==> src/rtl/router_csr_pkg.sv <==
/*
 * router register map, register bus request and receiver event flags
 */
package router_csr_pkg;

   localparam logic [7:0] ADDR_SA_ENABLE      = 8'h20;
   localparam logic [7:0] ADDR_DA_ENABLE      = 8'h24;
   localparam logic [7:0] ADDR_SIZE_DROP      = 8'h32;
   localparam logic [7:0] ADDR_IN_COUNT_BASE  = 8'h36;
   localparam logic [7:0] ADDR_OUT_COUNT_BASE = 8'h52;
   localparam logic [7:0] ADDR_DA_DROP        = 8'h66;
   localparam logic [7:0] ADDR_SA_DROP        = 8'h70;
   localparam logic [7:0] ADDR_CRC_DROP       = 8'h94;

   localparam int ADDR_COUNT_STRIDE = 4;   // per port counters

   typedef struct packed {
      logic        wr;      // one cycle strobe
      logic        rd;      // one cycle strobe, never with wr
      logic [7:0]  addr;
      logic [31:0] wdata;
   } csr_req_t;

   // one cycle flags from a receiver at the end of a packet
   typedef struct packed {
      logic pkt_done;
      logic size_drop;
      logic da_drop;
      logic sa_drop;
      logic crc_drop;
   } rx_event_t;

endpackage

==> src/rtl/router_pkt_pkg.sv <==
/*
 * router packet format: port count, length limits, header field positions
 * and the byte-stream types shared by receiver, store and fabric
 */
package router_pkt_pkg;

   localparam int NUM_PORTS     = 4;
   localparam int MIN_PKT_LEN   = 14;
   localparam int MAX_PKT_LEN   = 64;
   localparam int HDR_LEN       = 10;   // sa, da, length, checksum
   localparam int LEN_FIELD_POS = 2;    // 4 bytes, lsb first
   localparam int CRC_FIELD_POS = 6;    // 4 bytes, lsb first

   typedef logic [NUM_PORTS-1:0]         port_mask_t;
   typedef logic [$clog2(NUM_PORTS)-1:0] port_idx_t;

   // byte index inside one store
   typedef logic [$clog2(MAX_PKT_LEN)-1:0] pkt_addr_t;

   // one wider than the address so a full 64 byte packet fits
   typedef logic [$clog2(MAX_PKT_LEN):0] pkt_len_t;

   typedef struct packed {
      logic [7:0] data;
      logic       last;   // final byte of the packet
   } pkt_beat_t;

endpackage
==> src/rtl/router_top.sv <==
/*
 * 4x4 store-and-forward packet router with register block
 */
`timescale 1ns/1ps

module router_top
   import router_pkt_pkg::*;
   import router_csr_pkg::*;
(
   input  logic        clk,
   input  logic        reset,
   input  pkt_beat_t   in_beat [NUM_PORTS],
   input  port_mask_t  in_valid,
   output port_mask_t  in_ready,
   output pkt_beat_t   out_beat [NUM_PORTS],
   output port_mask_t  out_valid,
   input  port_mask_t  out_ready,
   input  csr_req_t    csr_req,
   output logic [31:0] rdata
);

   port_mask_t sa_enable;
   port_mask_t da_enable;
   port_mask_t store_full;
   port_mask_t wr_en;
   pkt_addr_t  wr_addr [NUM_PORTS];
   logic [7:0] wr_data [NUM_PORTS];
   port_mask_t commit;
   port_idx_t  commit_dest [NUM_PORTS];
   pkt_len_t   commit_len [NUM_PORTS];
   rx_event_t  rx_event [NUM_PORTS];
   pkt_beat_t  tx_beat [NUM_PORTS];
   port_mask_t tx_valid;
   port_mask_t tx_ready;
   port_idx_t  dest [NUM_PORTS];
   port_mask_t out_done;

   for (genvar i = 0; i < NUM_PORTS; i++) begin : g_in
      packet_receiver u_receiver (
         .clk         (clk),
         .reset       (reset),
         .in_beat     (in_beat[i]),
         .in_valid    (in_valid[i]),
         .in_ready    (in_ready[i]),
         .port_enable (sa_enable[i]),
         .sa_enable   (sa_enable),
         .da_enable   (da_enable),
         .store_full  (store_full[i]),
         .wr_en       (wr_en[i]),
         .wr_addr     (wr_addr[i]),
         .wr_data     (wr_data[i]),
         .commit      (commit[i]),
         .commit_dest (commit_dest[i]),
         .commit_len  (commit_len[i]),
         .event_out   (rx_event[i])
      );

      packet_store u_store (
         .clk         (clk),
         .reset       (reset),
         .wr_en       (wr_en[i]),
         .wr_addr     (wr_addr[i]),
         .wr_data     (wr_data[i]),
         .commit      (commit[i]),
         .commit_dest (commit_dest[i]),
         .commit_len  (commit_len[i]),
         .full        (store_full[i]),
         .dest        (dest[i]),
         .tx_beat     (tx_beat[i]),
         .tx_ready    (tx_ready[i]),
         .tx_valid    (tx_valid[i])
      );
   end

   switch_fabric u_fabric (
      .clk       (clk),
      .reset     (reset),
      .tx_beat   (tx_beat),
      .tx_valid  (tx_valid),
      .dest      (dest),
      .tx_ready  (tx_ready),
      .out_beat  (out_beat),
      .out_valid (out_valid),
      .out_ready (out_ready),
      .out_done  (out_done)
   );

   router_csr u_csr (
      .clk       (clk),
      .reset     (reset),
      .csr_req   (csr_req),
      .rdata     (rdata),
      .sa_enable (sa_enable),
      .da_enable (da_enable),
      .rx_event  (rx_event),
      .out_done  (out_done)
   );

endmodule

==> src/rtl/router_csr.sv <==
/*
 * router register block: port enables, packet and drop counters,
 * registered read data
 */
`timescale 1ns/1ps

module router_csr
   import router_pkt_pkg::*;
   import router_csr_pkg::*;
(
   input  logic        clk,
   input  logic        reset,
   input  csr_req_t    csr_req,
   output logic [31:0] rdata,
   output port_mask_t  sa_enable,
   output port_mask_t  da_enable,
   input  rx_event_t   rx_event [NUM_PORTS],
   input  port_mask_t  out_done
);

   logic [31:0] in_count [NUM_PORTS];
   logic [31:0] out_count [NUM_PORTS];
   logic [31:0] size_drop;
   logic [31:0] da_drop;
   logic [31:0] sa_drop;
   logic [31:0] crc_drop;

   logic [2:0]  n_size;   // drops of one kind seen this cycle
   logic [2:0]  n_da;
   logic [2:0]  n_sa;
   logic [2:0]  n_crc;
   logic [31:0] rd_value;

   always_comb begin
      n_size = '0;
      n_da   = '0;
      n_sa   = '0;
      n_crc  = '0;
      for (int i = 0; i < NUM_PORTS; i++) begin
         n_size = n_size + 3'(rx_event[i].size_drop);
         n_da   = n_da + 3'(rx_event[i].da_drop);
         n_sa   = n_sa + 3'(rx_event[i].sa_drop);
         n_crc  = n_crc + 3'(rx_event[i].crc_drop);
      end
   end

   always_comb begin
      rd_value = '0;   // unknown address
      case (csr_req.addr)
         ADDR_SA_ENABLE: rd_value = 32'(sa_enable);
         ADDR_DA_ENABLE: rd_value = 32'(da_enable);
         ADDR_SIZE_DROP: rd_value = size_drop;
         ADDR_DA_DROP:   rd_value = da_drop;
         ADDR_SA_DROP:   rd_value = sa_drop;
         ADDR_CRC_DROP:  rd_value = crc_drop;
         default: begin
            for (int i = 0; i < NUM_PORTS; i++) begin
               if (csr_req.addr == ADDR_IN_COUNT_BASE + 8'(ADDR_COUNT_STRIDE * i)) begin
                  rd_value = in_count[i];
               end
               if (csr_req.addr == ADDR_OUT_COUNT_BASE + 8'(ADDR_COUNT_STRIDE * i)) begin
                  rd_value = out_count[i];
               end
            end
         end
      endcase
   end

   always_ff @(posedge clk or posedge reset) begin
      if (reset) begin
         sa_enable <= '0;
         da_enable <= '0;
         size_drop <= '0;
         da_drop   <= '0;
         sa_drop   <= '0;
         crc_drop  <= '0;
         rdata     <= '0;
         for (int i = 0; i < NUM_PORTS; i++) begin
            in_count[i]  <= '0;
            out_count[i] <= '0;
         end
      end else begin
         if (csr_req.wr && csr_req.addr == ADDR_SA_ENABLE) begin
            sa_enable <= csr_req.wdata[NUM_PORTS-1:0];
         end
         if (csr_req.wr && csr_req.addr == ADDR_DA_ENABLE) begin
            da_enable <= csr_req.wdata[NUM_PORTS-1:0];
         end
         if (csr_req.rd) begin
            rdata <= rd_value;   // held until the next read
         end
         size_drop <= size_drop + 32'(n_size);
         da_drop   <= da_drop + 32'(n_da);
         sa_drop   <= sa_drop + 32'(n_sa);
         crc_drop  <= crc_drop + 32'(n_crc);
         for (int i = 0; i < NUM_PORTS; i++) begin
            in_count[i]  <= in_count[i] + 32'(rx_event[i].pkt_done);
            out_count[i] <= out_count[i] + 32'(out_done[i]);
         end
      end
   end

endmodule

==> src/rtl/switch_fabric.sv <==
/*
 * switch fabric: per output round-robin choice among the stores that
 * hold a packet for it, grant held from first to last beat
 */
`timescale 1ns/1ps

module switch_fabric
   import router_pkt_pkg::*;
(
   input  logic       clk,
   input  logic       reset,
   input  pkt_beat_t  tx_beat [NUM_PORTS],
   input  port_mask_t tx_valid,
   input  port_idx_t  dest [NUM_PORTS],
   output port_mask_t tx_ready,
   output pkt_beat_t  out_beat [NUM_PORTS],
   output port_mask_t out_valid,
   input  port_mask_t out_ready,
   output port_mask_t out_done
);

   port_mask_t busy;
   port_idx_t  grant [NUM_PORTS];
   port_idx_t  last_grant [NUM_PORTS];

   port_mask_t req [NUM_PORTS];   // req[out][in]
   port_idx_t  pick [NUM_PORTS];
   port_mask_t pick_valid;
   port_idx_t  sel [NUM_PORTS];
   port_mask_t active;

   always_comb begin : arb
      port_idx_t cand;
      for (int j = 0; j < NUM_PORTS; j++) begin
         for (int i = 0; i < NUM_PORTS; i++) begin
            req[j][i] = tx_valid[i] && dest[i] == port_idx_t'(j);
         end
         pick[j]       = last_grant[j];
         pick_valid[j] = 1'b0;
         // search starts just after the last winner
         for (int k = 1; k <= NUM_PORTS; k++) begin
            cand = last_grant[j] + port_idx_t'(k);
            if (!pick_valid[j] && req[j][cand]) begin
               pick[j]       = cand;
               pick_valid[j] = 1'b1;
            end
         end
         sel[j]       = busy[j] ? grant[j] : pick[j];
         active[j]    = busy[j] | pick_valid[j];
         out_beat[j]  = tx_beat[sel[j]];
         out_valid[j] = active[j] & tx_valid[sel[j]];
         out_done[j]  = out_valid[j] & out_ready[j] & out_beat[j].last;
      end
   end

   always_comb begin
      tx_ready = '0;
      for (int j = 0; j < NUM_PORTS; j++) begin
         if (active[j]) begin
            tx_ready[sel[j]] = tx_ready[sel[j]] | out_ready[j];
         end
      end
   end

   always_ff @(posedge clk or posedge reset) begin
      if (reset) begin
         busy <= '0;
         for (int j = 0; j < NUM_PORTS; j++) begin
            grant[j]      <= '0;
            last_grant[j] <= port_idx_t'(NUM_PORTS - 1);   // input 0 first
         end
      end else begin
         for (int j = 0; j < NUM_PORTS; j++) begin
            if (!busy[j] && pick_valid[j]) begin
               grant[j]      <= pick[j];
               last_grant[j] <= pick[j];
            end
            if (out_done[j]) begin
               busy[j] <= 1'b0;
            end else if (pick_valid[j]) begin
               busy[j] <= 1'b1;   // hold through stalls
            end
         end
      end
   end

endmodule

==> src/rtl/packet_store.sv <==
/*
 * one-packet store: holds a committed packet and streams it out in order
 */
`timescale 1ns/1ps

module packet_store
   import router_pkt_pkg::*;
(
   input  logic       clk,
   input  logic       reset,
   input  logic       wr_en,
   input  pkt_addr_t  wr_addr,
   input  logic [7:0] wr_data,
   input  logic       commit,
   input  port_idx_t  commit_dest,
   input  pkt_len_t   commit_len,
   output logic       full,
   output port_idx_t  dest,
   output pkt_beat_t  tx_beat,
   input  logic       tx_ready,
   output logic       tx_valid
);

   logic [7:0] mem [MAX_PKT_LEN];
   pkt_len_t   len_q;
   pkt_addr_t  rd_ptr;

   assign tx_valid     = full;
   assign tx_beat.data = mem[rd_ptr];
   assign tx_beat.last = pkt_len_t'(rd_ptr) == len_q - pkt_len_t'(1);

   always_ff @(posedge clk) begin
      if (wr_en) begin
         mem[wr_addr] <= wr_data;
      end
      if (commit) begin
         len_q <= commit_len;
         dest  <= commit_dest;
      end
   end

   always_ff @(posedge clk or posedge reset) begin
      if (reset) begin
         full   <= 1'b0;
         rd_ptr <= '0;
      end else if (commit) begin
         full   <= 1'b1;
         rd_ptr <= '0;
      end else if (tx_valid && tx_ready) begin
         if (tx_beat.last) begin
            full <= 1'b0;   // receiver may refill next cycle
         end else begin
            rd_ptr <= rd_ptr + pkt_addr_t'(1);
         end
      end
   end

endmodule

==> src/rtl/packet_receiver.sv <==
/*
 * packet receiver: parses the header of one input, sums the payload,
 * writes bytes into its store and commits or drops the finished packet
 */
`timescale 1ns/1ps

module packet_receiver
   import router_pkt_pkg::*;
   import router_csr_pkg::*;
(
   input  logic       clk,
   input  logic       reset,
   input  pkt_beat_t  in_beat,
   input  logic       in_valid,
   output logic       in_ready,
   input  logic       port_enable,
   input  port_mask_t sa_enable,
   input  port_mask_t da_enable,
   input  logic       store_full,
   output logic       wr_en,
   output pkt_addr_t  wr_addr,
   output logic [7:0] wr_data,
   output logic       commit,
   output port_idx_t  commit_dest,
   output pkt_len_t   commit_len,
   output rx_event_t  event_out
);

   pkt_len_t    cnt_q;       // bytes taken so far, saturates past max
   logic        discard_q;   // rest of a packet from a disabled input
   logic [31:0] sum_q;
   logic [7:0]  sa_q;
   logic [7:0]  da_q;
   logic [31:0] len_q;
   logic [31:0] crc_q;

   logic        accept;
   logic        skip;
   logic        finish;
   pkt_len_t    n_bytes;
   logic [31:0] sum_next;
   port_idx_t   sa_idx;
   port_idx_t   da_idx;
   logic        size_ok;
   logic        da_ok;
   logic        sa_ok;
   logic        crc_ok;

   // also low in the commit cycle, before full rises, so byte 0 of the
   // next packet cannot overwrite the one just committed
   assign in_ready = ~store_full & ~commit;
   assign accept   = in_valid & in_ready;
   assign skip     = discard_q | (cnt_q == '0 && !port_enable);
   assign finish   = accept & ~skip & in_beat.last;
   assign n_bytes  = cnt_q + pkt_len_t'(1);
   assign sum_next = (cnt_q >= pkt_len_t'(HDR_LEN)) ? sum_q + 32'(in_beat.data) : sum_q;

   assign wr_en   = accept & ~skip & (cnt_q < pkt_len_t'(MAX_PKT_LEN));
   assign wr_addr = pkt_addr_t'(cnt_q);
   assign wr_data = in_beat.data;

   assign sa_idx  = port_idx_t'(sa_q - 8'd1);
   assign da_idx  = port_idx_t'(da_q - 8'd1);
   assign size_ok = len_q == 32'(n_bytes) && n_bytes >= pkt_len_t'(MIN_PKT_LEN) &&
                    n_bytes <= pkt_len_t'(MAX_PKT_LEN);
   assign da_ok   = da_q >= 8'd1 && da_q <= 8'(NUM_PORTS) && da_enable[da_idx];
   assign sa_ok   = sa_q >= 8'd1 && sa_q <= 8'(NUM_PORTS) && sa_enable[sa_idx];
   assign crc_ok  = sum_next == crc_q;   // includes the last byte

   always_ff @(posedge clk or posedge reset) begin
      if (reset) begin
         cnt_q     <= '0;
         discard_q <= 1'b0;
         sum_q     <= '0;
         commit    <= 1'b0;
         event_out <= '0;
      end else begin
         commit    <= 1'b0;
         event_out <= '0;
         if (accept && skip) begin
            discard_q <= ~in_beat.last;
         end else if (finish) begin
            cnt_q              <= '0;
            sum_q              <= '0;
            event_out.pkt_done <= 1'b1;
            // first failing check wins
            if (!size_ok) begin
               event_out.size_drop <= 1'b1;
            end else if (!da_ok) begin
               event_out.da_drop <= 1'b1;
            end else if (!sa_ok) begin
               event_out.sa_drop <= 1'b1;
            end else if (!crc_ok) begin
               event_out.crc_drop <= 1'b1;
            end else begin
               commit <= 1'b1;
            end
         end else if (accept) begin
            if (cnt_q <= pkt_len_t'(MAX_PKT_LEN)) begin
               cnt_q <= n_bytes;
            end
            sum_q <= sum_next;
         end
      end
   end

   // header fields, length and checksum shift in lsb first
   always_ff @(posedge clk) begin
      if (accept && !skip) begin
         if (cnt_q == pkt_len_t'(0)) begin
            sa_q <= in_beat.data;
         end
         if (cnt_q == pkt_len_t'(1)) begin
            da_q <= in_beat.data;
         end
         if (cnt_q >= pkt_len_t'(LEN_FIELD_POS) && cnt_q < pkt_len_t'(LEN_FIELD_POS + 4)) begin
            len_q <= {in_beat.data, len_q[31:8]};
         end
         if (cnt_q >= pkt_len_t'(CRC_FIELD_POS) && cnt_q < pkt_len_t'(CRC_FIELD_POS + 4)) begin
            crc_q <= {in_beat.data, crc_q[31:8]};
         end
      end
      if (finish) begin
         commit_dest <= da_idx;
         commit_len  <= n_bytes;
      end
   end

endmodule

==> config.mk <==
export PLATFORM = sky130hd
export DESIGN_NAME = router_top
export DESIGN_NICKNAME = d
export VERILOG_FILES = /design/src/rtl/router_csr_pkg.sv /design/src/rtl/router_pkt_pkg.sv /design/src/rtl/router_top.sv /design/src/rtl/router_csr.sv /design/src/rtl/switch_fabric.sv /design/src/rtl/packet_store.sv /design/src/rtl/packet_receiver.sv
export SDC_FILE = /design/constraint.sdc
export NUM_CORES = 2
export LEC_CHECK = 0
export ABC_AREA = 0
export ABC_CLOCK_PERIOD_IN_PS = 22300
export BUFFER_PORTS_ARGS = -buffer_cell sky130_fd_sc_hd__clkbuf_2
export CAP_MARGIN = 20
export CORE_MARGIN = 5
export CORE_UTILIZATION = 55
export CTS_BUF_LIST = sky130_fd_sc_hd__clkbuf_4 sky130_fd_sc_hd__clkbuf_8 sky130_fd_sc_hd__clkbuf_16
export CTS_CLUSTER_SIZE = 40
export DETAILED_ROUTE_END_ITERATION = 10
export PLACE_DENSITY = 0.71
export SETUP_SLACK_MARGIN = 0.4
export SKIP_LAST_GASP = 1
export SYNTH_ARGS = -nofsm -noshare
export SYNTH_HDL_FRONTEND = slang
export SYNTH_SLANG_ARGS = --single-unit
==> constraint.sdc <==
create_clock -name clk -period 22.3 [get_ports clk]
set_input_delay 1.115 -clock clk [delete_from_list [all_inputs] [get_ports clk]]
set_output_delay 1.115 -clock clk [all_outputs]
set_load 0.02 [all_outputs]
==> reports/qor.yml <==
outcome:
  status: "finished clean"
setup_path:
  critPathCaptureType: "primary output"
  cp.buffers_inverters: 2
  crit_top_cell: "mux4_2"
  cp.required_ns: 21.19
  path_class: "flop to primary output"
  critPathTopFamily: "multiplexers"
  cpPeakStageDelay_ns: 1.00
  cpMaxStageDelayCell: "dfrtp_4"
  arrival_ns: 5.57
  crit_chain: "buf_4 -> mux4_2 -> mux4_2 -> mux4_2 -> and2_1 -> a211oi_1 -> a21oi_1 -> clkbuf_2"
  start_kind: "flop"
  cp_max_fo: 46
synthesis:
  synth_area_per_cell_um2: 15.6
  synth_area_um2: 133000
  netlist_instances: 8495
  ys_seq_area_share_pct: 67.5
  yosysWarnings: 0
  synth_top_cell_by_area: "edfxtp_1"
  syn-num-nets: 8711
  synthTopCellsByArea: "edfxtp_1, dfrtp_1, mux4_2"
  synth_edf_count: 2440
  async_reset_ff_share_pct: 21.2
  ys_ff_latch: 3096
  synth_ff_type: "edfxtp_1"
  yosysTopAreaCellShare_pct: 55.1
  synth.distinct_cells: 105
clock_tree:
  cts_setup_buffers: 0
  root_buffer: "clkbuf_16"
  clkLatencyLatePin_ns: 0.97
  cts_buffer_depth: 4
  cts_tree: "yes"
  clk_pin_slew_ns: 0.06
  hold_buffers: 0
  numCtsBuffers: 328
  cts_resized: 0
  htree_num_levels: 5
  clock-sinks: 3096
global_routing:
  gr-usage-met1_pct: 35.3
  grt_pass1_wl_mm: 480
  grt_overflow: 0
  antenna_found_initial: 17
  first_global_vias: 76200
  grt_use_met2_pct: 39.9
  grt_max_degree: 134
  grt_util_all_layers_pct: 25.0
  gr-usage-met3_pct: 3.83
  grt.busiest_layer: "met2"
placement:
  hpwl_mm: 200
  portBuffers: 135
  placed_cell_area_um2: 137000
  place_congestion: 0.874
  place_ws_ns: 16.45
sta:
  slew_headroom_pct: 24.2
  finalClockSkew_ns: 0.0744
  maxSlewViolCount: 0
  fin_crit_sh_pct: 30.0
  hold_viol_final: 0
  fin_ws_ns: 15.62
  rsz0062_at_grt: "no"
  fin_setup_tns_ns: 0
  worst_pin_slew_ns: 1.14
  setup_viol: 0
  fmax_mhz: 150
  fin_crit_ns: 6.68
detailed_routing:
  drt-total-wl_mm: 315
  detail_route.first_pass.iterations: 7
  postRouteAntennaNets: 0
  via_per_inst: 6.31
  drc: 0
  drt_iter0_drc: 8693
  vias: 76500
  wl_per_cell_um: 26.0
floorplanning:
  coreArea_um2: 241000
  initial_core_util_pct: 55.3
  placementRows: 180
  die-area_um2: 252000
  die_x_um: 502
  dieHeight_um: 502
  ios: 164
layout:
  area_growth_pct: 11.5
  postLayoutCellArea_um2: 148000
  drive_gt1_share_pct: 17.4
  finish.utilization_pct: 61.6
  final_nets: 8885
job:
  cap_violations: 0
min_path:
  hp-class: "input pin to flop"
pwr:
  total_power_mw: 13.0
  power_leakage_nw: 51.7
  p_per_area_nw_per_um2: 87.7
  irDropWorstVdd_mv: 0.0894
==> power by group <==
part,internal (mW),leakage (nW),switching (mW),total [mW]
combinational,0.289,15.4,0.670,0.960
clock,3.33,5.46,2.20,5.52
sequential,6.39,30.8,0.122,6.52
total,10.0,51.7,2.99,13.0
==> worst paths after layout <==
kind,from,to,slack [ns],depth (start not counted)
max,g_in[1].u_store.rd_ptr[0],out_beat[8],15.62,8
max in group asynchronous,reset,g_in[1].u_store.rd_ptr[1],19.40,4
min,in_valid[0],g_in[0].u_receiver.discard_q,0.36,2
min in group asynchronous,reset,g_in[3].u_receiver.sum_q[4],0.39,2
min reg2reg,g_in[0].u_receiver.commit_len[0],g_in[0].u_store.len_q[0],0.40,0
max reg2reg,g_in[3].u_store.full,u_csr.out_count[120],16.50,15
==> flip-flops by register name (all words and copies together) (netlist names), 20 cells and up <==
| register | count |
|---|---|
| g_in.u_store.mem | 2048 |
| g_in.u_receiver.crc_q | 128 |
| g_in.u_receiver.len_q | 128 |
| g_in.u_receiver.sum_q | 128 |
| u_csr.in_count | 128 |
| u_csr.out_count | 128 |
| g_in.u_receiver.da_q | 32 |
| g_in.u_receiver.sa_q | 32 |
| u_csr.crc_drop | 32 |
| u_csr.da_drop | 32 |
| u_csr.rdata | 32 |
| u_csr.sa_drop | 32 |
| u_csr.size_drop | 32 |
| g_in.u_receiver.cnt_q | 28 |
| g_in.u_receiver.commit_len | 28 |
| g_in.u_store.len_q | 28 |
| g_in.u_store.rd_ptr | 24 |
| g_in.u_receiver.event_out | 20 |
==> cells in the mapped netlist (28+ instances only) <==
| cell type | number |
|---|---|
| a222oi_1 | 34 |
| nand4_1 | 107 |
| xnor2_1 | 420 |
| a211oi_1 | 61 |
| and3_1 | 118 |
| mux2_2 | 58 |
| o221ai_1 | 67 |
| nand2_1 | 525 |
| or3_1 | 37 |
| buf_1 | 88 |
| o31ai_1 | 39 |
| o2111ai_1 | 42 |
| nor2_1 | 606 |
| edfxtp_1 | 2440 |
| inv_1 | 143 |
| mux4_2 | 594 |
| o22ai_1 | 50 |
| dfrtp_1 | 648 |
| ha_1 | 116 |
| nand3_1 | 253 |
| clkbuf_1 | 301 |
| a21oi_1 | 213 |
| nand2b_1 | 34 |
| a31oi_1 | 61 |
| nor3_1 | 123 |
| nor4_1 | 52 |
| and4_1 | 28 |
| and2_1 | 45 |
| a22o_1 | 40 |
| xor2_1 | 208 |
| a221oi_1 | 33 |
| mux2i_1 | 216 |
| o21ai_0 | 276 |
| nor2b_1 | 49 |
==> worst register-to-register path: stages (launching register included) <==
cell	delay, ns
dfrtp_1	0.87
nor3b_1	0.62
nor4_1	0.11
o21ai_0	0.43
nand2_1	0.64
mux4_2	0.54
nor2b_1	0.15
and3_1	0.34
ha_1	0.34
ha_1	0.29
nand2_1	0.12
nor2_1	0.29
nand3_1	0.27
nor2_1	0.37
nand4_1	0.16
xnor2_1	0.15
==> kinds of logic after synthesis <==
| logic type | after synthesis | synth area share, % |
|---|---|---|
| flops | 3096 | 67.5 |
| simple gates | 2101 | 7.66 |
| compound gates | 1107 | 5.58 |
| mux | 868 | 12.2 |
| xor+xnor | 629 | 4.16 |
| buf+inv | 566 | 1.66 |
| fa+ha+maj | 128 | 1.27 |
==> placed cells by master, fill, tap and decap left out, types with 118 or more instances in the layout <==
cell	n
a21oi_1	211
and3_1	118
buf_4	124
clkbuf_16	334
clkbuf_2	134
dfrtp_1	636
edfxtp_1	2440
inv_1	142
mux2i_1	216
mux4_2	594
nand2_1	525
nand3_1	252
nor2_1	599
nor3_1	118
o21ai_0	276
xnor2_1	420
xor2_1	208
==> per-stage QoR <==
step	std cells	hold slack (ns)
floorplan	8495	0.400
global placement	11500	0.401
detailed placement	11500	0.405
CTS	12100	0.320
global route	12100	0.341
finish	12100	0.363
==> final cells by class <==
class / instances / area [um^2]
inverters: 144 / 548
clock inverters: 167 / 1870
multi-input cells: 4833 / 41200
well taps: 3185 / 3990
clock buffers: 418 / 9110
flip-flops and latches: 3096 / 89700
fillers: 17000 / 92400
repair buffers: 266 / 1740
diodes: 6 / 15.0
==> layer usage <==
layer  vias up  share of wire, %
li1      33500                 -
met1     39100                40
met2      3267                48
met3       620               7.7
met4        12               4.0
met5         -             0.027
Note: power is estimated with default switching activity, not from simulation.
